File: src/design/dram_geom_pkg.sv
`default_nettype none

package dram_geom_pkg;

    localparam int NUM_BANKS = 4;   // Banks served by the one controller
    localparam int BANK_W    = 2;   // Bank select width, matches NUM_BANKS
    localparam int ROW_W     = 4;   // Sixteen rows per bank
    localparam int COL_W     = 3;   // Eight words per row
    localparam int DATA_W    = 32;  // Word width of array and host data

    // Command a bank sees in a single cycle; NOP fills every other cycle
    typedef enum logic [1:0] {
        NOP = 2'd0,                 // Bank holds its state
        ACT = 2'd1,                 // Copy one array row into the row buffer
        PRE = 2'd2,                 // Write the row buffer back and close it
        RW  = 2'd3                  // Read or write one word of the open row
    } bank_op_e;

    typedef struct packed {
        bank_op_e          op;      // Operation for this cycle
        logic [ROW_W-1:0]  row;     // Row to open, only looked at on ACT
        logic [COL_W-1:0]  col;     // Word inside the open row for RW
        logic              we;      // High for a write on RW
        logic [DATA_W-1:0] wdata;   // Write word for RW with we high
    } bank_cmd_t;                   // 42 bits in total

endpackage

`default_nettype wire
File: src/design/dram_bank.sv
`timescale 1ns/1ns
`default_nettype none

module dram_bank (
    input  logic                              clk,
    input  logic                              arst_n,
    input  dram_geom_pkg::bank_cmd_t          cmd,
    output logic [dram_geom_pkg::DATA_W-1:0]  rdata
);

    localparam int ROWS = 2 ** dram_geom_pkg::ROW_W;  // Rows in the array
    localparam int COLS = 2 ** dram_geom_pkg::COL_W;  // Words per row

    logic [dram_geom_pkg::DATA_W-1:0] mem     [ROWS][COLS];  // Cell array
    logic [dram_geom_pkg::DATA_W-1:0] row_buf [COLS];        // Sense amplifier row
    logic [dram_geom_pkg::ROW_W-1:0]  open_row;              // Row held in row_buf
    logic                             buf_valid;             // row_buf holds a live row
    logic                             do_act;
    logic                             do_pre;
    logic                             do_rw;

    assign do_act = (cmd.op == dram_geom_pkg::ACT);
    assign do_pre = (cmd.op == dram_geom_pkg::PRE);
    assign do_rw  = (cmd.op == dram_geom_pkg::RW);

    // Open row bookkeeping
    always_ff @(posedge clk or negedge arst_n) begin
        if (!arst_n) begin
            buf_valid <= 1'b0;         // Nothing open after reset
            open_row  <= '0;
        end else if (do_act) begin
            buf_valid <= 1'b1;
            open_row  <= cmd.row;      // Remember where the buffer goes back to
        end else if (do_pre) begin
            buf_valid <= 1'b0;         // Row closed once written back
        end
    end

    // Data movement between array, row buffer and read port
    always_ff @(posedge clk) begin
        if (do_act) begin
            for (int c = 0; c < COLS; c++) begin
                row_buf[c] <= mem[cmd.row][c];     // Whole row sensed at once
            end
        end
        if (do_pre && buf_valid) begin
            for (int c = 0; c < COLS; c++) begin
                mem[open_row][c] <= row_buf[c];    // Restore the row, writes included
            end
        end
        if (do_rw) begin
            if (cmd.we) begin
                row_buf[cmd.col] <= cmd.wdata;     // Writes land in the buffer only
            end else begin
                rdata <= row_buf[cmd.col];         // Word shows up one cycle after RW
            end
        end
    end

endmodule

`default_nettype wire

File: config.mk
export PLATFORM = sky130hd
export DESIGN_NAME = dram_bank
export DESIGN_NICKNAME = d
export VERILOG_FILES = /design/src/design/dram_geom_pkg.sv /design/src/design/dram_bank.sv
export SDC_FILE = /design/constraint.sdc
export NUM_CORES = 2
export LEC_CHECK = 0
export BUFFER_PORTS_ARGS = -buffer_cell sky130_fd_sc_hd__buf_2
export CAP_MARGIN = 20
export CELL_PAD_IN_SITES_DETAIL_PLACEMENT = 0
export CELL_PAD_IN_SITES_GLOBAL_PLACEMENT = 2
export CORE_MARGIN = 3
export CORE_UTILIZATION = 52
export CTS_BUF_LIST = sky130_fd_sc_hd__clkbuf_16
export DETAILED_ROUTE_END_ITERATION = 6
export PLACE_DENSITY_LB_ADDON = 0.15
export SLEW_MARGIN = 10
export SYNTH_ARGS = -nofsm -noshare
export SYNTH_HDL_FRONTEND = slang
export SYNTH_MEMORY_MAX_BITS = 65536
export SYNTH_SLANG_ARGS = --single-unit
File: constraint.sdc
create_clock -name clk -period 25.1 [get_ports clk]
set_clock_uncertainty 0.1 [all_clocks]
set_input_delay 5.02 -clock clk [delete_from_list [all_inputs] [get_ports clk]]
set_output_delay 5.02 -clock clk [all_outputs]
set_load 0.1 [all_outputs]
Yosys cells after proc, flatten, opt, wreduce, memory -nomap -nowiden

Memory sizes are Yosys's and may differ from the RTL's. A register that Yosys moved wholly into a read port is not among the register bits.
Cells that the tools add are included.
Widths: inputs -> output; s select.

Register bits: 5
Latch bits: 0
Memory bits (writable): 4352
Memory bits (read-only): 0
Input bits: 44
Word-level logic and storage cells: 24
Memories kept: 2

$add $sub $neg: 0
$mul: 0
Div/mod/pow operators: 0
Magnitude comparators: 0
Equality and inequality tests: 3
Shifts and indexed selects: 0
Multiplexer cells: 12
Bitwise gates (word level): 1
Reductions and logical operators: 4

Memories:

| memory  | depth | bits a word | rd ports | clocked after memory_dff | write ports | RTL line        | text |
|---|---|---|---|---|---|---|---|
| mem     | 16    | 256         | 1        | 0                        | 1           | dram_bank.sv:14 | `logic [dram_geom_pkg::DATA_W-1:0] mem [ROWS][COLS];` |
| row_buf | 8     | 32          | 9        | 1                        | 8           | dram_bank.sv:15 | `logic [dram_geom_pkg::DATA_W-1:0] row_buf [COLS];` |

Operators with widths:

| cell               | count |
|---|---|
| $mux 32            | 1 |
| $reduce_or 32->1   | 1 |
| $mux 1             | 10 |
| $eq 2x2->1 const B | 2 |
| $mux 3             | 1 |
| $eq 2x1->1 const B | 1 |
| $reduce_and 2->1   | 1 |
| $reduce_bool 2->1  | 1 |
| $logic_and 1x1->1  | 1 |
| $not 1->1          | 1 |

Longest topological paths before layout

Word-level depth: 5
Mapped depth: 9
Depth with buffers taken out: 6

Worst setup path before layout

OpenSTA, ideal clock, no wires.

Path type: input port to flip-flop
From: input port cmd[40] in the netlist's numbering
To: memory mem[0][0] in the netlist's numbering, enable pin
Setup time: 1.186 ns
Data arrival time: 22.879 ns
Path slack: 0.935 ns
Stages on the path: 5
Cells stage by stage: inv_1 > ha_1 > nand2_1 > or3_1 > nor3_1

Cells in the longest elaborated chain, start to end: 4

RTL lines:

| item                         | RTL line        | text |
|---|---|---|
| from (decl)                  | dram_bank.sv:7  | `input dram_geom_pkg::bank_cmd_t cmd,` |
| $eq 2x2->1                   | dram_bank.sv:23 | `assign do_pre = (cmd.op == dram_geom_pkg::PRE);` |
| $logic_and 1x1->1            | dram_bank.sv:46 | `if (do_pre && buf_valid) begin` |
| $mux 1                       | dram_bank.sv:46 |  |
| $mux 1 (implied by the code) | dram_bank.sv:48 | `mem[open_row][c] <= row_buf[c];` |
| to (decl)                    | dram_bank.sv:14 |  |

No other way between the ends.

==> run_results.csv <==
group,metric,value,unit
outcome,status,"finished, final reports clean",
worst_setup_path,startpoint_type,"input pin",
routing,antenna_left,0,
worst_setup_path,path_class,"in -> reg",
sta,worstMarginPinSlew,1164,ps
worst_setup_path,crit_arrival,9980,ps
place,routabilityCongestion,0.7322,
global_routing,antenna_found_initial,29,
floorplan,ios,76,
worst_setup_path,cp_data_required_time,25690,ps
clock_tree,cts_root_buf,"clkbuf_16",
pwr,vdd_drop_max,59.40,µV
yosys,syn_nets,7083,
routing,vias,78460,
pwr,power_density,82.65,nW/µm²
global_routing,grt_max_degree,145,
place,port_buffers,75,
sta,min_period,9394,ps
sta,finalSetupTns,0,ps
sta,period_share,37.42,%
yosys,synthTopCellsByArea,"edfxtp_1 (79%), mux4_2 (15%), mux2i_1 (3.0%)",
sta,hold_violations,0,
clock_tree,clk_latency,960,ps
global_routing,first_global_vias,80170,
yosys,synth_top_area_share,78.50,%
yosys,synth_seq_cells,4389,
floorplan,die_w,573.9,µm
cells_and_area,final_net_count,7366,
clock_tree,cts_tree,"built",
yosys,syn_area,167700,µm²
clock_tree,htree_levels,5,
place,hpwl,215.7,mm
yosys,ys_seq_area_share,78.57,%
floorplan,rows,207,
yosys,synthDistinctLibCells,34,
sta,relSlewSlack,22.09,%
clock_tree,postCtsSetupRepairBufs,0,
routing,routed_wl,441.1,mm
worst_setup_path,endpoint_kind,"flip-flop",
clock_tree,hold_buffers,0,
routing,drc_errors,0,
floorplan,start_util,52.47,%
cells_and_area,final_util,58.90,%
global_routing,grt_pass1_wl,624.9,mm
clock_tree,path_clk_slew,60,ps
routing,first_pass_iters,5,
sta,max_freq,106.5,MHz
yosys,synth_top_cell_by_area,"edfxtp_1",
sta,setup_viol,0,
sta,maxSlewViolCount,0,
yosys,syn_inst,7036,
sta,rsz0062_at_grt,"false",
worst_setup_path,crit_fanout,96,
global_routing,gr-total-overflow,0,
yosys,syn-mean-instance-area,23.83,µm²
floorplan,coreArea,319600,µm²
routing,vias_per_cell,6.547,
min_path,hp-class,"reg -> reg",
cells_and_area,drive_gt1_share,26.91,%
cells_and_area,area_delta_synth_final,12.25,%
routing,avgRoutedWirePerCell,36.81,µm
yosys,yosysWarnings,0,
floorplan,die-area,329400,µm²
clock_tree,cts.repair.resized,0,
pwr,p_leak,60.91,nW
clock_tree,cts_sinks,4389,
floorplan,die_height,573.9,µm
global_routing,grt_usage,26.83,%
flow_run,drv_cap,0,
routing,dr.first_iter.drc_count,9594,
clock_tree,clockBufferDepth,4,
clock_tree,numCtsBuffers,441,
## cells by family after synthesis
group / count (synthesis) / synth area share [%]
flops: 4389 / 78.57
buf+inv: 419 / 1.167
compound gates: 536 / 2.202
simple gates: 68 / 0.2134
fa+ha+maj: 3 / 0.02238
mux: 1621 / 17.82
## path summary, 6_finish.rpt
check	from	endpoint	slack, ps	depth (start not counted)
worst max-delay path	cmd[38]	row_buf[2][21]$_DFFE_PP_	15710	9
min in group asynchronous	arst_n	buf_valid$_DFFE_PN0P_	3800	1
worst min-delay path	open_row[0]$_DFFE_PN0P_	open_row[0]$_DFFE_PN0P_	510	1
max in group asynchronous	arst_n	open_row[2]$_DFFE_PN0P_	20960	1
worst min register to register	open_row[0]$_DFFE_PN0P_	open_row[0]$_DFFE_PN0P_	510	1
worst max register to register	buf_valid$_DFFE_PN0P_	mem[4][118]$_DFFE_PP_	20340	6
## Yosys cell counts
cell type / instances
o21ai_0: 8
inv_1: 2
ha_1: 3
nor2_1: 22
mux2i_1: 496
nand2b_1: 4
dfrtp_1: 5
buf_6: 23
or2_2: 9
o21bai_1: 8
nor2b_1: 3
edfxtp_1: 4384
nand3b_1: 1
o21ai_1: 16
nand4_1: 1
and2_1: 1
a2bb2oi_1: 16
mux4_2: 1088
o22ai_1: 224
nand4b_1: 1
nand2_1: 4
mux2_2: 37
or3_1: 1
nor3b_1: 8
clkbuf_1: 175
a22oi_1: 16
a21o_1: 232
buf_1: 64
a21oi_1: 8
buf_2: 148
a211o_1: 8
nor3_1: 12
nand3_1: 1
buf_4: 7
## power breakdown
| part | internal, mW | switching (mW) | total [mW] |
|---|---|---|---|
| sequential | 8.16 | 0.123 | 8.28 |
| combinational | 0.273 | 0.389 | 0.662 |
| clock | 3.82 | 2.79 | 6.62 |
| total | 12.3 | 3.30 | 15.6 |
## placed cells by master (no fill, tap or decap), drive strengths merged
cell type and count:
a211o 8, a21o 232, a21oi 8, a22oi 16, a2bb2oi 16, and2 1, buf 257, bufinv 59
clkbuf 444, clkinv 206, clkinvlp 19, dfrtp 5, diode 3, edfxtp 4384, ha 3, inv 94
mux2 37, mux2i 496, mux4 1088, nand2 4, nand2b 4, nand3 1, nand3b 1, nand4 1
nand4b 1, nor2 22, nor2b 3, nor3 12, nor3b 8, o21ai 24, o21bai 8, o22ai 224
or2 9, or3 1
## routing by layer
layer  up-vias  global-route usage, %  routed length (µm)
met2      3400                  43.24              214500
met5         -                      0                  71
met4        10                  6.432               10790
li1      30930                      -                   -
met3       646                  4.022               34420
met1     43470                  39.29              181300
## worst max-delay path, cell delays in order
cell	delay (ps)
buf_12	600
buf_12	600
buf_4	830
buf_4	760
buf_4	760
mux4_2	590
mux2i_1	220
o22ai_1	140
a21o_1	200
## registers in the layout, summed over array words and instances, names as in the netlist
name / flops
mem: 4096
rdata: 32
buf_valid: 1
row_buf: 256
open_row: 4
## layout make-up
type / count / area [µm²]
clock inverters: 376 / 3526
fillers: 22730 / 131400
well taps: 4284 / 5360
clock buffers: 444 / 11110
repair buffers: 257 / 2105
diodes: 3 / 7.507
multi-input cells: 2228 / 34350
inverters: 2 / 7.507
flip-flops and latches: 4389 / 131800
## through the flow
step / instances / setup slack, ps / total power, mW / hold WS, ps / cell area (µm²)
3_3_place_gp: 11160 / 14530 / 9.084 / 466.3 / 173600
2_1_floorplan: 7036 / 935.3 / 8.843 / 425.0 / 167700
5_1_grt: 11980 / 15130 / 16.01 / 526.1 / 188200
6_report: 11980 / 15710 / 15.56 / 505.2 / 188200
4_1_cts: 11980 / 15540 / 15.67 / 502.2 / 188200
3_5_place_dp: 11160 / 14520 / 9.102 / 483.4 / 173600
No activity file was read; power rests on OpenSTA's default activity.
