**src/design/dram_geom_pkg.sv**
```systemverilog
`default_nettype none

package dram_geom_pkg;

    localparam int NUM_BANKS = 4;   // Banks served by the one controller
    localparam int BANK_W    = 2;   // Bank select width, matches NUM_BANKS
    localparam int ROW_W     = 4;   // Sixteen rows per bank
    localparam int COL_W     = 3;   // Eight words per row
    localparam int DATA_W    = 32;  // Word width of array and host data

    // Command a bank sees in a single cycle; NOP fills every other cycle
    typedef enum logic [1:0] {
        NOP = 2'd0,                 // Bank holds its state
        ACT = 2'd1,                 // Copy one array row into the row buffer
        PRE = 2'd2,                 // Write the row buffer back and close it
        RW  = 2'd3                  // Read or write one word of the open row
    } bank_op_e;

    typedef struct packed {
        bank_op_e          op;      // Operation for this cycle
        logic [ROW_W-1:0]  row;     // Row to open, only looked at on ACT
        logic [COL_W-1:0]  col;     // Word inside the open row for RW
        logic              we;      // High for a write on RW
        logic [DATA_W-1:0] wdata;   // Write word for RW with we high
    } bank_cmd_t;                   // 42 bits in total

endpackage

`default_nettype wire
```
**src/design/dram_host_pkg.sv**
```systemverilog
`default_nettype none

package dram_host_pkg;

    // One host request as it sits in the request queue
    typedef struct packed {
        logic                               we;     // Write when high, read when low
        logic [dram_geom_pkg::BANK_W-1:0]   bank;   // Target bank
        logic [dram_geom_pkg::ROW_W-1:0]    row;    // Target row inside the bank
        logic [dram_geom_pkg::COL_W-1:0]    col;    // Word inside the row
        logic [dram_geom_pkg::DATA_W-1:0]   wdata;  // Ignored for reads
    } host_req_t;                                   // 42 bits in total

    // One response per request, returned in request order
    typedef struct packed {
        logic                               hit;    // Row was already open at pop time
        logic                               we;     // Copy of the request direction
        logic [dram_geom_pkg::DATA_W-1:0]   rdata;  // Read word, zero for writes
    } host_rsp_t;                                   // 34 bits in total

endpackage

`default_nettype wire

```
**src/design/dram_ctrl.sv**
```systemverilog
`timescale 1ns/1ns
`default_nettype none

module dram_ctrl #(
    parameter int REQ_DEPTH   = 4,
    parameter int RSP_CREDITS = 2,
    parameter int T_RCD       = 2,
    parameter int T_RP        = 2
) (
    input  logic                                                           clk,
    input  logic                                                           arst_n,
    input  dram_host_pkg::host_req_t                                       req_head,
    input  logic                                                           req_empty,
    output logic                                                           req_pop,
    output logic                                                           req_credit,
    output dram_geom_pkg::bank_cmd_t [dram_geom_pkg::NUM_BANKS-1:0]        bank_cmd,
    input  logic [dram_geom_pkg::NUM_BANKS-1:0][dram_geom_pkg::DATA_W-1:0] bank_rdata,
    output logic                                                           rsp_push,
    output dram_host_pkg::host_rsp_t                                       rsp_data,
    input  logic                                                           rsp_full,
    input  logic                                                           rsp_empty,
    output logic                                                           rsp_pop,
    input  logic                                                           rsp_credit,
    output logic                                                           rsp_valid
);

    localparam int T_MAX  = (T_RP > T_RCD) ? T_RP : T_RCD;  // Longest wait to count
    localparam int WAIT_W = $clog2(T_MAX + 2);               // Room for the command cycle
    localparam int CRD_W  = $clog2(RSP_CREDITS + 1);         // Credits run 0..RSP_CREDITS

    // Without credits on either side the host could never make progress
    if (REQ_DEPTH < 1 || RSP_CREDITS < 1) begin : g_credit_check
        $error("dram_ctrl needs at least one request and one response credit");
    end

    typedef enum logic [2:0] {
        IDLE,
        PRECHARGE,
        ACTIVATE,
        ACCESS,
        RESPOND
    } state_e;

    state_e                                                         state;
    dram_host_pkg::host_req_t                                       cur;          // Request in work
    logic                                                           cur_hit;      // Hit at pop time
    logic [WAIT_W-1:0]                                              wait_cnt;     // Cycles in state
    logic [dram_geom_pkg::NUM_BANKS-1:0]                            open_vld;     // Bank has a row open
    logic [dram_geom_pkg::NUM_BANKS-1:0][dram_geom_pkg::ROW_W-1:0]  open_row;     // Which row
    logic [CRD_W-1:0]                                               rsp_credits;  // Host slots free
    logic                                                           head_open;
    logic                                                           head_hit;
    dram_geom_pkg::bank_op_e                                        op;

    assign head_open = open_vld[req_head.bank];                                  // Bank busy with a row
    assign head_hit  = head_open && (open_row[req_head.bank] == req_head.row);
    assign req_pop   = (state == IDLE) && !req_empty && !rsp_full;  // Response slot is reserved

    // First cycle of PRECHARGE and ACTIVATE carries the command, the rest are the delay
    always_comb begin
        op = dram_geom_pkg::NOP;
        case (state)
            PRECHARGE: op = (wait_cnt == '0) ? dram_geom_pkg::PRE : dram_geom_pkg::NOP;
            ACTIVATE:  op = (wait_cnt == '0) ? dram_geom_pkg::ACT : dram_geom_pkg::NOP;
            ACCESS:    op = dram_geom_pkg::RW;
            default:   op = dram_geom_pkg::NOP;
        endcase
    end

    // Only the addressed bank sees the operation, the others get NOP
    always_comb begin
        for (int b = 0; b < dram_geom_pkg::NUM_BANKS; b++) begin
            bank_cmd[b].op    = (cur.bank == dram_geom_pkg::BANK_W'(b)) ? op : dram_geom_pkg::NOP;
            bank_cmd[b].row   = cur.row;
            bank_cmd[b].col   = cur.col;
            bank_cmd[b].we    = cur.we;
            bank_cmd[b].wdata = cur.wdata;
        end
    end

    always_ff @(posedge clk or negedge arst_n) begin
        if (!arst_n) begin
            state      <= IDLE;
            wait_cnt   <= '0;
            open_vld   <= '0;          // Every row closed after reset
            req_credit <= 1'b0;
        end else begin
            req_credit <= req_pop;     // Credit goes back the cycle after the pop
            case (state)
                IDLE: begin
                    wait_cnt <= '0;
                    if (req_pop) begin
                        if (head_hit) begin
                            state <= ACCESS;      // Row already open
                        end else if (head_open) begin
                            state <= PRECHARGE;   // Wrong row open, close it first
                        end else begin
                            state <= ACTIVATE;    // Bank closed
                        end
                    end
                end
                PRECHARGE: begin
                    if (wait_cnt == WAIT_W'(T_RP)) begin
                        state    <= ACTIVATE;
                        wait_cnt <= '0;
                    end else begin
                        wait_cnt <= wait_cnt + 1'b1;
                    end
                end
                ACTIVATE: begin
                    if (wait_cnt == WAIT_W'(T_RCD)) begin
                        state    <= ACCESS;
                        wait_cnt <= '0;
                    end else begin
                        wait_cnt <= wait_cnt + 1'b1;
                    end
                end
                ACCESS:  state <= RESPOND;        // Read word arrives next cycle
                RESPOND: state <= IDLE;
                default: state <= IDLE;
            endcase
            if (op == dram_geom_pkg::PRE) begin
                open_vld[cur.bank] <= 1'b0;
            end else if (op == dram_geom_pkg::ACT) begin
                open_vld[cur.bank] <= 1'b1;
            end
        end
    end

    // Request copy and open row numbers
    always_ff @(posedge clk) begin
        if (req_pop) begin
            cur     <= req_head;
            cur_hit <= head_hit;
        end
        if (op == dram_geom_pkg::ACT) begin
            open_row[cur.bank] <= cur.row;
        end
    end

    assign rsp_push = (state == RESPOND);  // One cycle after RW

    always_comb begin
        rsp_data.hit   = cur_hit;
        rsp_data.we    = cur.we;
        rsp_data.rdata = cur.we ? '0 : bank_rdata[cur.bank];  // Writes return zero
    end

    // A response leaves only when the host has a slot for it
    assign rsp_valid = (rsp_credits != '0) && !rsp_empty;
    assign rsp_pop   = rsp_valid;

    always_ff @(posedge clk or negedge arst_n) begin
        if (!arst_n) begin
            rsp_credits <= CRD_W'(RSP_CREDITS);
        end else begin
            case ({rsp_pop, rsp_credit})
                2'b10:   rsp_credits <= rsp_credits - 1'b1;  // Slot taken
                2'b01:   rsp_credits <= rsp_credits + 1'b1;  // Slot freed by the host
                default: rsp_credits <= rsp_credits;
            endcase
        end
    end

endmodule

`default_nettype wire

```
**config.mk**
```make
export PLATFORM = sky130hd
export DESIGN_NAME = dram_ctrl
export DESIGN_NICKNAME = d
export VERILOG_FILES = /design/src/design/dram_geom_pkg.sv /design/src/design/dram_host_pkg.sv /design/src/design/dram_ctrl.sv
export SDC_FILE = /design/constraint.sdc
export NUM_CORES = 1
export LEC_CHECK = 0
export BUFFER_PORTS_ARGS = -buffer_cell sky130_fd_sc_hd__buf_4
export CAP_MARGIN = 20
export CORE_AREA = 2 2 147 149
export DETAILED_ROUTE_END_ITERATION = 10
export DIE_AREA = 0 0 149 151
export GPL_TIMING_DRIVEN = 0
export PLACE_DENSITY_LB_ADDON = 0.05
export SYNTH_ARGS = -nofsm -noshare
export SYNTH_HDL_FRONTEND = slang
export SYNTH_SLANG_ARGS = --single-unit
export TNS_END_PERCENT = 30
```
**constraint.sdc**
```tcl
create_clock -name clk -period 7.6 [get_ports clk]
set_input_delay 0.38 -clock clk [delete_from_list [all_inputs] [get_ports clk]]
set_output_delay 0.38 -clock clk [all_outputs]
set_load 0.02 [all_outputs]
```
* After elaboration in Yosys (flattened, before gate mapping) *
Index checks and enable logic that the tools add are counted.
Widths: inputs -> output; s select.

word-level totals
  output and inout bits = 207
  register bits = 71
  memories = 0
  bits in writable memories = 0
  bits in latches = 0
  memory bits (read-only) = 0

cells by class
  $mul = 0
  mux-type cells = 30
  reduce and logical (&&, ||, !) cells = 17
  order comparisons = 3
  bitwise logic cells = 3
  equal/unequal tests = 16
  shift-type cells = 0
  div/mod/pow operators = 0
  add/sub/neg operators = 3

operator list
  kind                 count
  $bmux 32 s2          1
  $mux 32              2
  $bwmux 16            1
  $mux 2               8
  $mux 4               4
  $pmux 3 s4           1
  $eq 2x2->1 const B   5
  $mux 3               3
  $bmux 4 s2           1
  $demux 4 s2          1
  $pmux 2 s2           2
  $reduce_bool 2->1    4
  $eq 2x1->1 const B   3
  $eq 3x2->1 const B   2
  $lt 2x3->1 const B   2
  $ne 2x2->1 const B   3
  $pmux 2 s3           1
  $logic_and 1x1->1    5
  $add 2x1->2 const B  2
  $and 4x4->4          1
  $eq 4x4->1           1
  $logic_not 2->1      2
  $not 4->4            1
  $or 4x4->4           1
  11 further kinds     15

* Longest topological paths before layout *
  depth after elaboration = 7
  mapped depth = 7
  mapped depth without buffers = 6

* Worst setup path before layout *
No wires, ideal clock.

  kind = flip-flop to flip-flop
  start = reg state[1]
  end = reg req_credit
  setup slack = 1.137 ns
  required time = 6.957 ns
  period minus slack after synthesis = 6.463 ns
  path buffers = 1
  arrival time = 5.820 ns
  cell stages (with the launch flop) = 3
  cells stage by stage = dfrtp_1 clkbuf_1 nor4b_1

on the way
  word-level cells in the longest chain between the ends = 3

RTL lines
  item                             line             source
  start: declaration               dram_ctrl.sv:44  state_e state;
  start signal: assignment         dram_ctrl.sv:83  state <= IDLE;
  start signal: assignment         dram_ctrl.sv:94  state <= ACCESS;
  start signal: assignment         dram_ctrl.sv:96  state <= PRECHARGE;
  $logic_not 3->1                  dram_ctrl.sv:57  assign req_pop = (state == IDLE) && !req_empty && !rsp_full;
  $logic_and 1x1->1 (2 in series)  dram_ctrl.sv:57
  via req_pop                      dram_ctrl.sv:14  output logic req_pop,
  end signal: assignment           dram_ctrl.sv:88  req_credit <= req_pop;
  end: declaration                 dram_ctrl.sv:15  output logic req_credit,

The timed path passes the listed nets, and every way through them passes these cells.
A chain may end at the register's enable or synchronous reset.

==> flow_summary.ini <==
[clock_tree]
cts-buffers-inserted = 9
cts.sinks = 71
clkLatencyLatePin_ps = 330
cts_buffer_depth = 2
cts_setup_buffers = 0
clkTransAtPathRegs_ps = 60
cts_tree = done
clockRootBuffer = clkbuf_16
htree_levels = 3

[timing]
finalSetupViolCount = 0
fin_skew_ps = 6.451
slew-limit-headroom_pct = 57.42
rsz0062_at_grt = no
fin_crit_ps = 2461
fin_crit_sh_pct = 32.38
hold_ws_ps = 219.7
worst_slew_pin_slew_ps = 633.8
drv_slew = 0
max_freq_ghz = 0.4063
hold_viol = 0
timing.final.ws_setup_ps = 5139

[finish]
finalNonFillerCells = 1070
drive_gt1_share_pct = 76.48
area_growth_pct = 73.96
fillCellCount = 2095
nNetsFinal = 969
antenna_cells = 0

[setup_path]
crit_path_cell_trace = clkbuf_1 > mux4_2 > nor2b_1 > buf_4
end_kind = output port
cp.depth = 4
cpPeakStageDelay_ps = 560
crit_type = reg -> out
path_buf_inv = 2
crit_arrival_ps = 2080
path_delay_family = buffers and inverters
worstPathMaxFanout = 10
start_kind = flop
r2r_cells = 5
cp_slowest_cell = mux4_2
cp.required_ps = 7220

[synth]
synth_top_family_by_area = buffers and inverters
synth_most_common_cell = buf_4
synth.top_cell.area_share_pct = 36.47
syn-num-nets = 568
ys_seq_area_share_pct = 42.67
synth.avg_cell_area_um2 = 12.49
synth_cell_types = 34
yosys.area.top_type = edfxtp_1
yosys.area_share.simple_pct = 7.597
synth-main-ff-cell = edfxtp_1
async_reset_ff_share_pct = 16.90
yosys_warnings = 0
synth-compound-area-share_pct = 2.936
synth_area_leaders = edfxtp_1 36%, buf_4 25%, mux4_2 15%
ys_seq_elements = 71
synth_xor_area_share_pct = 1.442
syn_area_um2 = 4858
synthAdderAreaFrac_pct = 0.7726
synthCells = 389
synthMuxAreaShare_pct = 17.54
synth_common_cells = 163 x buf_4, 59 x edfxtp_1, 34 x nor2b_1
synth_edf_count = 59

[routing]
wl_mm = 16.55
drtPass1Iterations = 4
drtAntennaViolNets = 0
via_per_inst = 3.939
vias = 4215
wire_per_inst_um = 15.47
drt-initial-drc-count = 123
drc = 0

[global_route]
grt-ovfl-total = 0
grt_pass1_wl_mm = 23.45
grt_max_degree = 15
track_usage_pct = 13.80
grt_pass1_vias = 4235
antenna_found_initial = 0

[placement]
post-place-ws_ps = 5259
gp_congestion = 0.7654
io_buffer_count = 382
place_inst = 1053
hpwlAfterDp_mm = 14.43

[pwr]
seqPwrFrac_pct = 30.3
power.leakage_nw = 4.035
p_clk_share_pct = 23.6
irDropWorstVdd_mv = 0.1089
switching_share_pct = 34.33
p_int_mw = 1.192
power.switching_mw = 0.6229
comb_power_share_pct = 46.2
powerDensity_nw_per_um2 = 214.7

[worst_hold_path]
hold_path.class = in -> reg
hold_path_depth = 1

[floorplanning]
rows = 53
die_y_um = 151
dieWidth_um = 149
start_util_pct = 23.33
core_area_um2 = 20820
pin_count = 383
die_area_um2 = 22500

[outcome]
status = complete, no violations

[job]
maxCapViolCount = 0
[what timing repair did]
item                       4_1_cts  5_1_grt
gates resized for setup          0        0
hold endpoints to repair        11        0
setup endpoints to repair        0        0
hold buffers                     1        0
[area by class of cell]
class	count	area, µm²	share of cell area (%)
flip-flops and latches	71	2073	24.53
plain buffers	178	1291	15.28
clock buffers	9	225.2	2.665
repair buffers	390	2938	34.76
well taps	275	344.1	4.071
inverters	6	22.52	0.2665
clock inverters	7	80.08	0.9474
multi-input cells	134	1478	17.48
[power by group through the flow]
stage / combinational, mW / clock [mW] / sequential [mW]
2_1_floorplan: 0.515 / 0 / 0.548
3_3_place_gp: 0.830 / 0 / 0.563
3_5_place_dp: 0.850 / 0 / 0.558
4_1_cts: 0.852 / 0.445 / 0.551
5_1_grt: 0.902 / 0.460 / 0.560
6_report: 0.837 / 0.428 / 0.549
[flip-flops by register name (all words and copies together) (netlist names), named ones only]
name / flops
bank_cmd: 40
open_row: 16
state: 3
cur: 2
rsp_credits: 2
wait_cnt: 2
cur_hit: 1
req_credit: 1
[cell families (layout without fill, tap and decap cells)]
logic type               Yosys count  in the layout
multiplexers                      37             37
buffers and inverters            184            590
flip-flops                        71             71
adder cells (fa/ha/maj)            3              3
XOR/XNOR                           8              8
AND/OR/NAND/NOR                   67             67
AO/OA/AOI/OAI                     19             19
[worst paths after layout]
check                            endpoint         start  slack [ps]
max                          rsp_data[12]       cur[39]        5140
min                          bank_cmd[32]  req_head[41]         220
max reg2reg                   open_row[1]      state[1]        5270
min reg2reg                          flop          flop         510
max in group asynchronous  rsp_credits[1]        arst_n        6940
min in group asynchronous       async pin        arst_n         430
[routing by layer]
layer	global-route usage (%)	vias up	routed length (µm)
li1	-	2023	-
met1	14.24	1928	5528
met2	26.29	247	9079
met3	4.217	17	1657
met4	4.905	0	283
met5	0	-	0
[stage by stage]
stage | power, mW | util, % | setup TNS, ps | area (µm²)
after global placement | 1.394 | 38.76 | -69950 | 8070
after detailed placement | 1.408 | 39.08 | 0 | 8137
after floorplan | 1.063 | - | 0 | 4858
final | 1.815 | 40.59 | 0 | 8452
after global routing | 1.922 | 40.59 | 0 | 8452
after CTS | 1.848 | 40.59 | 0 | 8452
[cells in the final DEF (no fill, tap or decap), types with 5 or more instances in the layout]
cell | synthesis | layout
buf_4 | 163 | 550
clkbuf_1 | 9 | 9
clkbuf_16 | 0 | 9
dfrtp_1 | 11 | 11
edfxtp_1 | 59 | 59
inv_1 | 6 | 6
mux4_1 | 5 | 5
mux4_2 | 32 | 32
nor2_1 | 16 | 16
nor2b_1 | 34 | 34
nor3_1 | 5 | 5
o21ai_0 | 5 | 5
o31ai_1 | 5 | 5
xnor2_1 | 6 | 6
No activity file was read; power rests on OpenSTA's default activity.
