--- src/design/dram_queue.sv ---
`timescale 1ns/1ns
`default_nettype none

module dram_queue #(
    parameter type payload_t = logic,
    parameter int  DEPTH     = 4
) (
    input  logic     clk,
    input  logic     arst_n,
    input  logic     push,
    input  payload_t push_data,
    input  logic     pop,
    output payload_t pop_data,
    output logic     full,
    output logic     empty
);

    localparam int PTR_W = (DEPTH > 1) ? $clog2(DEPTH) : 1;  // Slot index width
    localparam int CNT_W = $clog2(DEPTH + 1);                // Occupancy reaches DEPTH

    payload_t         slots [DEPTH];  // Circular storage
    logic [PTR_W-1:0] wr_ptr;         // Next slot to fill
    logic [PTR_W-1:0] rd_ptr;         // Current head slot
    logic [CNT_W-1:0] count;          // Entries held
    logic             do_push;
    logic             do_pop;

    // Wrap at DEPTH so depths that are not a power of two work as well
    function automatic logic [PTR_W-1:0] next_ptr(input logic [PTR_W-1:0] ptr);
        return (ptr == PTR_W'(DEPTH - 1)) ? '0 : ptr + 1'b1;
    endfunction

    assign full     = (count == CNT_W'(DEPTH));
    assign empty    = (count == '0);
    assign do_push  = push && !full;      // A push into a full queue is dropped
    assign do_pop   = pop && !empty;      // Likewise a pop from an empty one
    assign pop_data = slots[rd_ptr];      // Head is visible without a register stage

    always_ff @(posedge clk or negedge arst_n) begin
        if (!arst_n) begin
            wr_ptr <= '0;
            rd_ptr <= '0;
            count  <= '0;
        end else begin
            if (do_push) begin
                wr_ptr <= next_ptr(wr_ptr);
            end
            if (do_pop) begin
                rd_ptr <= next_ptr(rd_ptr);
            end
            case ({do_push, do_pop})
                2'b10:   count <= count + 1'b1;  // Fill only
                2'b01:   count <= count - 1'b1;  // Drain only
                default: count <= count;         // Both or neither keeps the level
            endcase
        end
    end

    always_ff @(posedge clk) begin
        if (do_push) begin
            slots[wr_ptr] <= push_data;          // Entry readable from the next cycle
        end
    end

endmodule

`default_nettype wire

--- config.mk ---
export PLATFORM = sky130hd
export DESIGN_NAME = dram_queue
export DESIGN_NICKNAME = d
export VERILOG_FILES = /design/src/design/dram_queue.sv
export SDC_FILE = /design/constraint.sdc
export NUM_CORES = 1
export LEC_CHECK = 0
export ABC_AREA = 0
export BUFFER_PORTS_ARGS = -buffer_cell sky130_fd_sc_hd__buf_2
export CAP_MARGIN = 20
export CORE_AREA = 5 5 42 44
export CTS_CLUSTER_SIZE = 12
export DETAILED_ROUTE_END_ITERATION = 16
export DIE_AREA = 0 0 47 49
export PLACE_DENSITY_LB_ADDON = 0.15
export REMOVE_ABC_BUFFERS = 1
export SLEW_MARGIN = 20
export SYNTH_ARGS = -nofsm -noshare
export SYNTH_HDL_FRONTEND = slang
export SYNTH_SLANG_ARGS = --single-unit
--- constraint.sdc ---
create_clock -name clk -period 2.4 [get_ports clk]
set_input_delay 0.12 -clock clk [delete_from_list [all_inputs] [get_ports clk]]
set_output_delay 0.12 -clock clk [all_outputs]
set_load 0.02 [all_outputs]
# After elaboration in Yosys (flattened, before gate mapping)
# Memories as Yosys holds them, arrays and structs flattened.
# Index checks and enable logic that the tools add are counted.
op_classes:
  n_addsub: 4
  n_eq_ne: 5
  mux: 5
  reduce_logical: 6
ops:
  columns: ["operator", "n"]
  rows:
  - ["$eq 2x2->1 const B", 3]
  - ["$pmux 3 s2", 1]
  - ["$add 2x1->2 const B", 2]
  - ["$mux 2", 2]
  - ["$add 3x1->3 const B", 1]
  - ["$eq 3x3->1 const B", 1]
  - ["$logic_not 3->1", 1]
  - ["$sub 3x1->3 const B", 1]
  - ["$eq 2x1->1 const B", 1]
  - ["$logic_and 1x1->1", 2]
  - ["$logic_not 1->1", 2]
  - ["$mux 1", 2]
  - ["$reduce_bool 2->1", 1]
word_totals:
  regBits: 7
  mem_bits_rw: 4
  input_bits: 5
  out_inout_bits: 3
  elab_cells: 24
  memories: 1
memory_table:
  columns: ["name", "depth", "word_bits", "rd", "rd_ports_with_merged_regs", "write_ports", "line_no", "source"]
  rows:
  - ["slots", 4, 1, 1, 0, 1, "21", "payload_t slots [DEPTH];"]

# Depth between registers and ports, before layout
# Gate-level depths: netlist of run 1.
depth:
  word_depth: 5
  mapped_depth: 9
  ltp_nobuf: 9

# Worst setup path after synthesis of run 1
# No wires, ideal clock.
synth_path:
  path_kind: "flip-flop to flip-flop"
  from: "register count[0]"
  to: "register count[2]"
  setup_time_ns: 0.079
  t_arrival_ns: 1.901
  t_required_ns: 2.321
  setup_slack_ns: 0.420
  path_stages_with_launch: 10
  path_buffers: 0
  synth_period_minus_slack_ns: 1.980
  path_cell_list: "dfrtp_1 -> nor3b_4 -> nor2b_4 -> inv_1 -> ha_1 -> inv_1 -> fa_1 -> xor2_1 -> nor2_1 -> xor2_1"
synth_via:
  elab_chain_len: 5
  elab_cells_between_ends: 12
  cone_classes: "add/sub (2); eq/ne (3); mux (1); reduce/logical (6)"
synth_lines:
  columns: ["element", "line_no", "source"]
  rows:
  - ["start, declared", "24", "logic [CNT_W-1:0] count;"]
  - ["start signal, assigned", "52", "2'b10: count <= count + 1'b1;"]
  - ["start signal, assigned", "53", "2'b01: count <= count - 1'b1;"]
  - ["start signal, assigned", "54", "default: count <= count;"]
  - ["$eq 3x3->1 *", "33", "assign full = (count == CNT_W'(DEPTH));"]
  - ["net full", "14", "output logic full,"]
  - ["$logic_not 1->1 *", "35", "assign do_push = push && !full;"]
  - ["$logic_and 1x1->1 *", "35", null]
  - ["$eq 2x1->1 or $eq 2x2->1 (tied branches)", "51", "case ({do_push, do_pop})"]
  - ["$pmux 3 s2 or $reduce_bool 2->1 (tied branches)", null, null]
# Mark *: on every way through the listed nets, which the timed path passes. The rest lies on a longest branch.
# A chain may end at the register's enable or synchronous reset.

# Final worst setup path of run 1
layout_path:
  from: "register count[0]"
  to: "register count[2]"
layout_via:
  elab_chain_len: 5
  elab_cells_between_ends: 12
  cone_classes: "add/sub (2); eq/ne (3); mux (1); reduce/logical (6)"
layout_lines:
  columns: ["element", "line_no"]
  rows:
  - ["$eq 3x3->1 or $logic_not 3->1 (tied branches)", "33, 34"]
  - ["$logic_not 1->1, on equally long branches", "35, 36"]
  - ["$logic_and 1x1->1, on equally long branches", "35, 36"]
  - ["$eq 2x1->1 or $eq 2x2->1 (tied branches)", "51"]
  - ["$pmux 3 s2 or $reduce_bool 2->1 (tied branches)", null]
# Several ways; a longest one is shown, not always the timed one.

==> insert_results.sql, run 1 <==
INSERT INTO impl_metrics (metric_group, metric, value, unit) VALUES
('worst_hold_path', 'worst_hold_path_type', 'in2reg', ''),
('yosys', 'synth.top_cell.area_share', '27.8', '%'),
('clock_network', 'cts_tree', 'yes', ''),
('place', 'preCtsSetupSlack', '0.425', 'ns'),
('clock_network', 'cts_hold_buffers', '1', ''),
('clock_network', 'cts-buffers-inserted', '3', ''),
('finish', 'postLayoutCoreUtil', '51.4', '%'),
('floorplanning', 'design.portCount', '8', ''),
('worst_setup_path', 'crit_chain', 'nor3b_4 -> nor2b_4 -> inv_1 -> ha_1 -> inv_1 -> fa_1 -> xor2_1 -> nor2_1 -> xor2_1', ''),
('worst_setup_path', 'regToRegSetupSlack', '0.42', 'ns'),
('floorplanning', 'dieHeight', '49', 'um'),
('timing', 'worst_slew_pin_slew', '0.229', 'ns'),
('worst_setup_path', 'rr_startpoint', 'count[0]', ''),
('clock_network', 'cts_root_buf', 'clkbuf_4', ''),
('yosys', 'yosys.cell_types.count', '17', ''),
('clock_network', 'cts_htree_levels', '1', ''),
('finish', 'nets', '70', ''),
('global_routing', 'grt_pass1_wl', '1.73', 'mm'),
('yosys', 'syn_avg_cell_area', '14.0', 'sq um'),
('worst_hold_path', 'holdPathStages', '1', ''),
('worst_setup_path', 'timing.critical_path.to_type', 'register', ''),
('clock_network', 'latest_clock_arrival_within_the_worst_skew_pair', '0.27', 'ns'),
('yosys', 'yosysSeqAreaShare', '46.9', '%'),
('route', 'drc', '0', ''),
('route', 'detailroute.via_count', '359', ''),
('worst_setup_path', 'critical-path-top-delay-family', 'adder cells', ''),
('floorplanning', 'core-area', '1400', 'sq um'),
('worst_setup_path', 'critPathMaxStageDelay', '0.45', 'ns'),
('status', 'run_status', 'finished clean', ''),
('clock_network', 'clock_sink_count', '11', ''),
('worst_hold_path', 'worstHoldStart', 'push_data', ''),
('route', 'first_pass_iters', '3', ''),
('worst_setup_path', 'critical_path_required', '2.59', 'ns'),
('timing', 'final.setup.worst_slack', '0.416', 'ns'),
('finish', 'antenna_cells', '0', ''),
('worst_setup_path', 'worst_r2r_endpoint', 'count[2]', ''),
('yosys', 'yosysWarningCount', '0', ''),
('floorplanning', 'die_w', '47', 'um'),
('worst_setup_path', 'critPathMaxFanout', '7', ''),
('timing', 'worst_clock_skew', '0.000908', 'ns'),
('yosys', 'yosysTopAreaCell', 'dfrtp_1', ''),
('worst_hold_path', 'timing.hold.worst_endpoint', 'slots[3]', ''),
('worst_setup_path', 'worst-setup-path-type', 'reg2reg', ''),
('route', 'avgRoutedWirePerCell', '12.8', 'um'),
('floorplanning', 'rows', '14', ''),
('place', 'routabilityCongestion', '0.750', ''),
('global_routing', 'gr-usage-all-layers', '10.7', '%'),
('route', 'detail-route-antenna-nets', '0', ''),
('route', 'starting_drt_drc_count', '2', ''),
('run', 'timing.max_cap.violations', '0', ''),
('timing', 'hold_viol', '0', ''),
('floorplanning', 'floorplan.initialDensity', '44.9', '%'),
('worst_setup_path', 'slowest_stage', 'dfrtp_1', ''),
('clock_network', 'clk_pin_slew_worst_paths', '0.07', 'ns'),
('pwr', 'ratio_of_total_power_to_cell_area', '1240', 'nW/um^2'),
('timing', 'setup_viol', '0', ''),
('yosys', 'synth.ff_latch_count', '11', ''),
('floorplanning', 'floorplan.die_area', '2300', 'sq um'),
('yosys', 'synthesis.instances', '45', ''),
('timing', 'layout_min_cycle_time', '1.98', 'ns'),
('worst_setup_path', 'critPathArrivalTime', '2.18', 'ns'),
('timing', 'grt_setup_unrepaired', 'no', ''),
('finish', 'post_route_cells_drive_above_1_share', '40.4', '%'),
('pwr', 'peakVddDrop', '501', 'uV'),
('clock_network', 'setup_buffers_after_cts', '0', ''),
('worst_setup_path', 'crit_start', 'count[0]', ''),
('global_routing', 'largest_net_degree_at_the_start_of_global_routing', '8', ''),
('pwr', 'leakage', '0.350', 'nW'),
('timing', 'finalSetupTns', '0', 'ns'),
('yosys', 'ys_top_cells_by_area', 'dfrtp_1 28%, edfxtp_1 19%, ha_1 12%', ''),
('route', 'route.detailed.vias_per_inst', '4.92', '');
## final cells by class
| cell class | count | area, sq um |
|---|---|---|
| Multi-Input combinational cell | 27 | 308 |
| Inverter | 7 | 26.3 |
| Clock buffer | 4 | 26.3 |
| Fill cell | 138 | 681 |
| Sequential cell | 11 | 295 |
| Timing Repair Buffer | 8 | 45.0 |
| Tap cell | 16 | 20.0 |
## cells in the mapped netlist, drive strengths merged
cell and count:
dfrtp 7, nor3b 1, nor3 1, nor2 3, fa 1, xor2 2, mux2 4, inv 7
ha 6, mux4 1, nand2b 1, xnor2 1, edfxtp 4, mux2i 1, nor2b 1, and2 4
## power by group
group          switching, mW  total (mW)  internal (mW)
registers             0.0812       0.357          0.275
logic                  0.186       0.415          0.229
clock network         0.0600       0.124         0.0643
total                  0.327       0.896          0.569
## logic make-up after synthesis
logic type                 count (synthesis)  share of synthesized area, %
adders and majority gates                  7                          15.1
xor gates and xnor gates                   3                          4.18
muxes                                      6                          14.1
and+or+nand+nor                           11                          15.5
buffers and inverters                      7                          4.18
DFF                                       11                          46.9
## how the worst max path moves through the flow
stage	end	slack, ns	depth (start not counted)
after floorplan	count[2]	0.42	9
after global placement	count[2]	0.52	9
after detailed placement	count[2]	0.43	9
after CTS	count[2]	0.40	9
after global routing	count[2]	0.22	9
final	count[2]	0.42	9
## state kept, by name, summed over array words and instances, names as in the netlist
| register | flops |
|---|---|
| count | 3 |
| rd_ptr | 2 |
| slots | 4 |
| wr_ptr | 2 |
## worst register-to-register path: stages (launching register included)
cell	delay, ns
dfrtp_1	0.45
nor3b_4	0.26
nor2b_4	0.09
inv_1	0.06
ha_1	0.18
inv_1	0.07
fa_1	0.37
xor2_1	0.15
nor2_1	0.12
xor2_1	0.16
## through the flow
step / cell area, sq um / hold slack [ns] / std cells / total power, mW
global placement: 684 / -0.0402 / 68 / 0.747
floorplan: 629 / -0.176 / 45 / 0.683
detailed placement: 684 / -0.0298 / 68 / 0.777
global route: 721 / 0.0606 / 73 / 0.982
finish: 721 / 0.0755 / 73 / 0.896
CTS: 721 / 0.0599 / 73 / 0.916
## routing by layer
metal	track usage [%]	share of wire [%]	vias to the layer above
met2	18.1	58	3
met3	3.32	3.5	0
met1	10.6	38	181
li1	-	-	175
met4	6.91	0	0
met5	0	0	-
No activity file was read; power rests on OpenSTA's default activity.
==> run 2: changes to the inputs <==
--- a/config.mk
+++ b/config.mk
@@ -8,10 +8,10 @@
 export ABC_AREA = 0
 export BUFFER_PORTS_ARGS = -buffer_cell sky130_fd_sc_hd__buf_2
 export CAP_MARGIN = 20
-export CORE_AREA = 5 5 42 44
+export CORE_AREA = 5 5 43 45
 export CTS_CLUSTER_SIZE = 12
 export DETAILED_ROUTE_END_ITERATION = 16
-export DIE_AREA = 0 0 47 49
+export DIE_AREA = 0 0 48 50
 export PLACE_DENSITY_LB_ADDON = 0.15
 export REMOVE_ABC_BUFFERS = 1
 export SLEW_MARGIN = 20
==> constraint.sdc (replaced) <==
create_clock -name clk -period 1.6 [get_ports clk]
set_input_delay 0.08 -clock clk [delete_from_list [all_inputs] [get_ports clk]]
set_output_delay 0.08 -clock clk [all_outputs]
set_load 0.02 [all_outputs]
==> insert_results.sql, run 2 (synthesized netlist as in run 1, its figures left out) <==
INSERT INTO impl_metrics (metric_group, metric, value, unit) VALUES
('pwr', 'peakVddDrop', '762', 'uV'),
('finish', 'layout_commonest_cell', 'buf_4', ''),
('finish', 'antenna_cells', '0', ''),
('status', 'run_status', 'finished with violations', ''),
('run', 'timing.max_cap.violations', '0', ''),
('timing', 'setup_viol', '2', ''),
('route', 'drc', '0', ''),
('global_routing', 'gr-usage-all-layers', '11.7', '%'),
('timing', 'final.setup.worst_slack', '-0.221', 'ns'),
('floorplanning', 'dieHeight', '50', 'um'),
('global_routing', 'largest_net_degree_at_the_start_of_global_routing', '8', ''),
('clock_network', 'clockBufferDepth', '2', ''),
('clock_network', 'cts-buffers-inserted', '3', ''),
('timing', 'min_hold_slack', '0.0336', 'ns'),
('worst_setup_path', 'worst-setup-path-type', 'reg2reg', ''),
('pwr', 'ratio_of_total_power_to_cell_area', '1920', 'nW/um^2'),
('finish', 'regMostFlops', 'slots', ''),
('finish', 'nets', '83', ''),
('clock_network', 'clock_sink_count', '11', ''),
('worst_setup_path', 'critPathArrivalTime', '2.01', 'ns'),
('clock_network', 'cts_htree_levels', '1', ''),
('global_routing', 'grt_pass1_wl', '1.87', 'mm'),
('pwr', 'power_share_of_the_combinational_group', '56.4', '%'),
('route', 'starting_drt_drc_count', '0', ''),
('worst_setup_path', 'critical_path.n_buffers_inverters', '2', ''),
('finish', 'reg_top3', 'slots x4, count x3', ''),
('pwr', 'internal_portion_of_total_power', '1.06', 'mW'),
('timing', 'max_freq', '549', 'MHz'),
('global_routing', 'overflow', '0', ''),
('timing', 'finalCritPeriodShare', '114', '%'),
('floorplanning', 'design.portCount', '8', ''),
('finish', 'post_route_cells_drive_above_1_share', '58.6', '%'),
('place', 'buffer_ports.inserted', '7', ''),
('route', 'detail-route-antenna-nets', '0', ''),
('timing', 'layout_min_cycle_time', '1.82', 'ns'),
('worst_setup_path', 'critPathMaxStageDelay', '0.42', 'ns'),
('timing', 'drv_slew', '0', ''),
('clock_network', 'cts_tree', 'yes', ''),
('finish', 'layout_common_cells', '10 x buf_4, 7 x dfrtp_1, 7 x buf_2', ''),
('status', 'violated_checks', 'setup timing', ''),
('timing', 'worst_clock_skew', '0.00727', 'ns'),
('worst_setup_path', 'critical-path-top-delay-family', 'adder cells', ''),
('global_routing', 'first_global_vias', '439', ''),
('worst_setup_path', 'crit_chain', 'nor3b_4 -> nor2b_4 -> inv_2 -> ha_4 -> inv_2 -> fa_2 -> xor2_1 -> nor2_1 -> xor2_1', ''),
('route', 'first_pass_iters', '1', ''),
('floorplanning', 'rows', '14', ''),
('route', 'route.detailed.vias_per_inst', '4.55', ''),
('finish', 'area.growth.synth_to_final', '35.2', '%'),
('worst_setup_path', 'timing.critical_path.to_type', 'register', ''),
('pwr', 'power.share.sequential', '32.0', '%'),
('clock_network', 'clk_pin_slew_worst_paths', '0.07', 'ns'),
('pwr', 'design_power_total', '1.64', 'mW'),
('worst_setup_path', 'startpoint_type', 'register', ''),
('place', 'routabilityCongestion', '0.715', ''),
('route', 'routed_wl', '1.07', 'mm'),
('global_routing', 'antenna_found_initial', '0', ''),
('route', 'dr.max_layer_used', 'met4', ''),
('pwr', 'clock_power_share', '11.5', '%'),
('timing', 'grt_setup_unrepaired', 'yes', ''),
('floorplanning', 'core-area', '1440', 'sq um'),
('timing', 'hold_viol', '0', ''),
('route', 'met1_wire_length', '404', 'um'),
('pwr', 'power.net_switching', '0.575', 'mW'),
('worst_hold_path', 'worst_hold_path_type', 'in2reg', ''),
('route', 'routed-wl-met3', '58', 'um'),
('pwr', 'leakage', '0.418', 'nW'),
('worst_setup_path', 'slowest_stage', 'dfrtp_1', ''),
('worst_setup_path', 'critPathMaxFanout', '2', ''),
('pwr', 'power.switching_fraction', '35.1', '%'),
('route', 'avgRoutedWirePerCell', '12.5', 'um'),
('worst_setup_path', 'critical_path_required', '1.79', 'ns'),
('timing', 'worst_slew_pin_slew', '0.209', 'ns'),
('timing', 'relSlewSlack', '86.0', '%'),
('floorplanning', 'die_w', '48', 'um'),
('clock_network', 'latest_clock_arrival_within_the_worst_skew_pair', '0.27', 'ns'),
('clock_network', 'cts_root_buf', 'clkbuf_4', ''),
('floorplanning', 'floorplan.die_area', '2400', 'sq um'),
('route', 'detailroute.via_count', '391', ''),
('floorplanning', 'floorplan.initialDensity', '43.8', '%'),
('place', 'post-dp-hpwl', '773', 'um'),
('route', 'wl_met2', '595', 'um'),
('finish', 'number_of_flip_flops_in_the_largest_register', '4', '');
==> run 2: cell count changes in the layout (fill, tap and decap cells not counted), sizes merged <==
cell and change:
buf +13
==> run 2: metal layers <==
metal  vias up  global-route usage, %
met4         0                   5.38
met1       186                   12.6
met3         2                   4.73
li1        196                      -
met5         -                      0
met2         7                   19.2
==> run 2: power by group through the flow <==
| stage | Clock [mW] | Combinational, mW | Sequential [mW] |
|---|---|---|---|
| 6_report | 0.189 | 0.924 | 0.524 |
| 5_1_grt | 0.206 | 1.03 | 0.543 |
| 4_1_cts | 0.199 | 0.908 | 0.520 |
| 3_5_place_dp | 0 | 0.728 | 0.532 |
| 3_3_place_gp | 0 | 0.676 | 0.519 |
| 2_1_floorplan | 0 | 0.508 | 0.517 |
==> run 2: final timing paths <==
path / from / end / slack (ns) / cells past startpoint
worst min register to register: rd_ptr[1] / rd_ptr[1] / 0.57 / 1
max in group asynchronous: arst_n / wr_ptr[1] / 1.27 / 2
worst max-delay path: count[1] / count[2] / -0.22 / 9
worst max register to register: count[1] / count[2] / -0.22 / 9
min in group asynchronous: arst_n / rd_ptr[1] / 0.17 / 2
worst min-delay path: push_data / slots[0] / 0.03 / 1
==> run 2: stage by stage <==
stage / utilization, % / setup TNS, ns / area [sq um] / instances / setup slack (ns)
floorplan: - / -0.697 / 629 / 45 / -0.380
global placement: 50.8 / -0.360 / 729 / 74 / -0.201
detailed placement: 50.8 / -0.502 / 729 / 74 / -0.286
CTS: 58.4 / -0.358 / 840 / 85 / -0.214
global route: 59.2 / -0.599 / 851 / 86 / -0.328
finish: 59.2 / -0.366 / 851 / 86 / -0.221
==> run 2: worst reg2reg max path: cells and delay by family, from the launching register on <==
| family | cells | cell delay (ns) |
|---|---|---|
| flops | 1 | 0.42 |
| buf+inv | 2 | 0.11 |
| fa+ha+maj | 2 | 0.46 |
| xor+xnor | 2 | 0.30 |
| simple gates | 3 | 0.45 |
==> run 2: timing repair <==
action                                  in CTS  in global routing
pin swaps                                    5                  2
gates resized for setup                      9                  1
hold buffers                                 1                  0
buffers inserted                             6                  1
hold endpoints to repair                     7                  0
endpoints found under the setup margin       2                  2
==> run 2: cell type report <==
| class | count | area (sq um) |
|---|---|---|
| sequential | 11 | 295 |
| multi-input combinational | 27 | 329 |
| fill | 114 | 586 |
| inverter | 7 | 26.3 |
| timing repair buffer | 21 | 154 |
| tap | 16 | 20.0 |
| clock buffer | 4 | 26.3 |
==> run 3: changes to the inputs <==
--- a/config.mk
+++ b/config.mk
@@ -12,7 +12,7 @@
 export CTS_CLUSTER_SIZE = 12
 export DETAILED_ROUTE_END_ITERATION = 16
 export DIE_AREA = 0 0 48 50
-export PLACE_DENSITY_LB_ADDON = 0.15
+export PLACE_DENSITY = 0.67
 export REMOVE_ABC_BUFFERS = 1
 export SLEW_MARGIN = 20
 export SYNTH_ARGS = -nofsm -noshare
==> insert_results.sql, run 3 (synthesized netlist as in run 1, its figures left out) <==
INSERT INTO impl_metrics (metric_group, metric, value, unit) VALUES
('status', 'run_status', 'finished with violations', ''),
('status', 'violated_checks', 'setup timing', ''),
('finish', 'number_of_flip_flops_in_the_largest_register', '4', ''),
('worst_setup_path', 'critPathMaxFanout', '3', ''),
('global_routing', 'grt_pass1_wl', '1.75', 'mm'),
('clock_network', 'cts-buffers-inserted', '3', ''),
('floorplanning', 'floorplan.initialDensity', '43.8', '%'),
('floorplanning', 'core-area', '1440', 'sq um'),
('route', 'drc', '0', ''),
('global_routing', 'largest_net_degree_at_the_start_of_global_routing', '8', ''),
('floorplanning', 'dieHeight', '50', 'um'),
('clock_network', 'latest_clock_arrival_within_the_worst_skew_pair', '0.26', 'ns'),
('place', 'dpl.cell_count', '73', ''),
('timing', 'worst_clock_skew', '0.000444', 'ns'),
('finish', 'area.growth.synth_to_final', '32.0', '%'),
('pwr', 'leakage', '0.404', 'nW'),
('route', 'routed_wl', '1.12', 'mm'),
('timing', 'setup_viol', '2', ''),
('finish', 'reg_top3', 'slots x4, count x3', ''),
('finish', 'layout_common_cells', '10 x buf_4, 7 x buf_2, 5 x ha_1, 5 x dfrtp_1', ''),
('timing', 'finalSetupTns', '-0.299', 'ns'),
('worst_setup_path', 'worst_r2r_endpoint', 'count[2]', ''),
('floorplanning', 'floorplan.die_area', '2400', 'sq um'),
('finish', 'final.fill_count', '119', ''),
('timing', 'relSlewSlack', '85.0', '%'),
('clock_network', 'clk_pin_slew_worst_paths', '0.07', 'ns'),
('worst_setup_path', 'rr_worst_depth', '9', ''),
('worst_hold_path', 'worstHoldStart', 'push_data', ''),
('global_routing', 'first_global_vias', '444', ''),
('worst_setup_path', 'critical_path_required', '1.79', 'ns'),
('clock_network', 'clock_sink_count', '11', ''),
('worst_hold_path', 'timing.hold.worst_endpoint', 'slots[0]', ''),
('global_routing', 'antenna_found_initial', '0', ''),
('finish', 'multiInputGateArea', '329', 'sq um'),
('run', 'timing.max_cap.violations', '0', ''),
('place', 'buffer_ports.inserted', '7', ''),
('clock_network', 'cts_htree_levels', '1', ''),
('floorplanning', 'die_w', '48', 'um'),
('global_routing', 'gr-usage-all-layers', '10.3', '%'),
('worst_hold_path', 'holdPathStages', '1', ''),
('worst_setup_path', 'regToRegSetupSlack', '-0.19', 'ns'),
('timing', 'grt_setup_unrepaired', 'yes', ''),
('route', 'detailroute.via_count', '391', ''),
('clock_network', 'clockBufferDepth', '2', ''),
('timing', 'drv_slew', '0', ''),
('timing', 'max_freq', '557', 'MHz'),
('finish', 'antenna_cells', '0', ''),
('timing', 'hold_viol', '0', ''),
('clock_network', 'cts_root_buf', 'clkbuf_4', ''),
('timing', 'finalCritPeriodShare', '112', '%'),
('route', 'detail-route-antenna-nets', '0', ''),
('finish', 'ff_latch_area', '298', 'sq um'),
('route', 'dr.max_layer_used', 'met4', ''),
('worst_setup_path', 'worst-setup-path-type', 'reg2reg', ''),
('finish', 'regMostFlops', 'slots', ''),
('finish', 'nets', '81', ''),
('pwr', 'ratio_of_total_power_to_cell_area', '1880', 'nW/um^2'),
('route', 'starting_drt_drc_count', '2', ''),
('finish', 'layout_commonest_cell', 'buf_4', ''),
('route', 'route.detailed.vias_per_inst', '4.65', ''),
('route', 'met1_wire_length', '437', 'um'),
('floorplanning', 'design.portCount', '8', ''),
('place', 'post-dp-hpwl', '781', 'um'),
('worst_setup_path', 'startpoint_type', 'register', ''),
('floorplanning', 'rows', '14', ''),
('finish', 'final_cell_count_no_fill', '84', ''),
('route', 'wl_met2', '634', 'um'),
('worst_hold_path', 'worst_hold_path_type', 'in2reg', ''),
('place', 'routabilityCongestion', '0.667', ''),
('global_routing', 'overflow', '0', ''),
('worst_setup_path', 'critPathArrivalTime', '1.98', 'ns'),
('route', 'routed-wl-met3', '37', 'um'),
('timing', 'worst_slew_pin_slew', '0.225', 'ns'),
('worst_setup_path', 'rr_startpoint', 'count[1]', ''),
('finish', 'post_route_cells_drive_above_1_share', '60.3', '%'),
('timing', 'final.setup.worst_slack', '-0.195', 'ns'),
('route', 'first_pass_iters', '2', ''),
('route', 'avgRoutedWirePerCell', '13.4', 'um'),
('clock_network', 'cts_tree', 'yes', ''),
('worst_setup_path', 'timing.critical_path.to_type', 'register', ''),
('pwr', 'peakVddDrop', '739', 'uV'),
('timing', 'layout_min_cycle_time', '1.79', 'ns');
[run 3: cell types whose count changed in the layout (fill, tap and decap cells not counted), sizes merged]
| cell | previous run | this run |
|---|---|---|
| buf | 20 | 18 |
[run 3: metal layers]
metal	vias up	global-route usage (%)
li1	193	-
met1	189	9.60
met2	7	19.2
met3	2	2.18
met4	0	5.38
met5	-	0
[run 3: power breakdown]
part | leakage, nW | internal [mW] | switching, mW
Combinational | 0.272 | 0.493 | 0.346
Clock | 0.0150 | 0.0961 | 0.0855
Sequential | 0.117 | 0.418 | 0.126
Total | 0.404 | 1.01 | 0.558
[run 3: through the flow]
step | power (mW) | setup slack [ns] | utilization, % | instance area, sq um | hold WS, ns
floorplan | 1.02 | -0.380 | - | 629 | -0.216
global placement | 1.20 | -0.217 | 50.3 | 722 | -0.0729
detailed placement | 1.24 | -0.260 | 50.3 | 722 | -0.0719
CTS | 1.49 | -0.239 | 55.2 | 793 | 0.0392
global route | 1.69 | -0.282 | 57.8 | 831 | 0.0319
finish | 1.57 | -0.195 | 57.8 | 831 | 0.0467
[run 3: final cells by class]
class | count | share of cell area, %
inverter | 7 | 3.16
multi-input combinational | 27 | 39.6
timing repair buffer | 19 | 15.8
clock buffer | 4 | 3.16
tap | 16 | 2.41
sequential | 11 | 35.8
[run 3: worst max-delay path by stage]
stage | slack, ns | start | to | depth (start not counted)
floorplan | -0.38 | count[0] | count[2] | 9
CTS | -0.24 | count[0] | count[2] | 9
global route | -0.28 | count[1] | count[2] | 9
global placement | -0.22 | count[1] | count[2] | 9
finish | -0.19 | count[1] | count[2] | 9
detailed placement | -0.26 | count[1] | count[2] | 9
[run 3: what timing repair did]
action | in CTS | in global routing
endpoints found under the setup margin | 2 | 2
gates resized for setup | 3 | 7
setup buffers | 4 | 2
pin swaps | 5 | 2
hold endpoints to repair | 7 | 0
hold buffers | 1 | 0
[run 3: worst max-delay path, stage by stage (launching register included)]
cell     delay [ns]
dfrtp_2        0.44
nor3b_4        0.27
nor2b_4        0.07
inv_2          0.07
ha_4           0.13
inv_2          0.03
fa_2           0.32
xor2_1         0.14
nor2_1         0.11
xor2_1         0.14
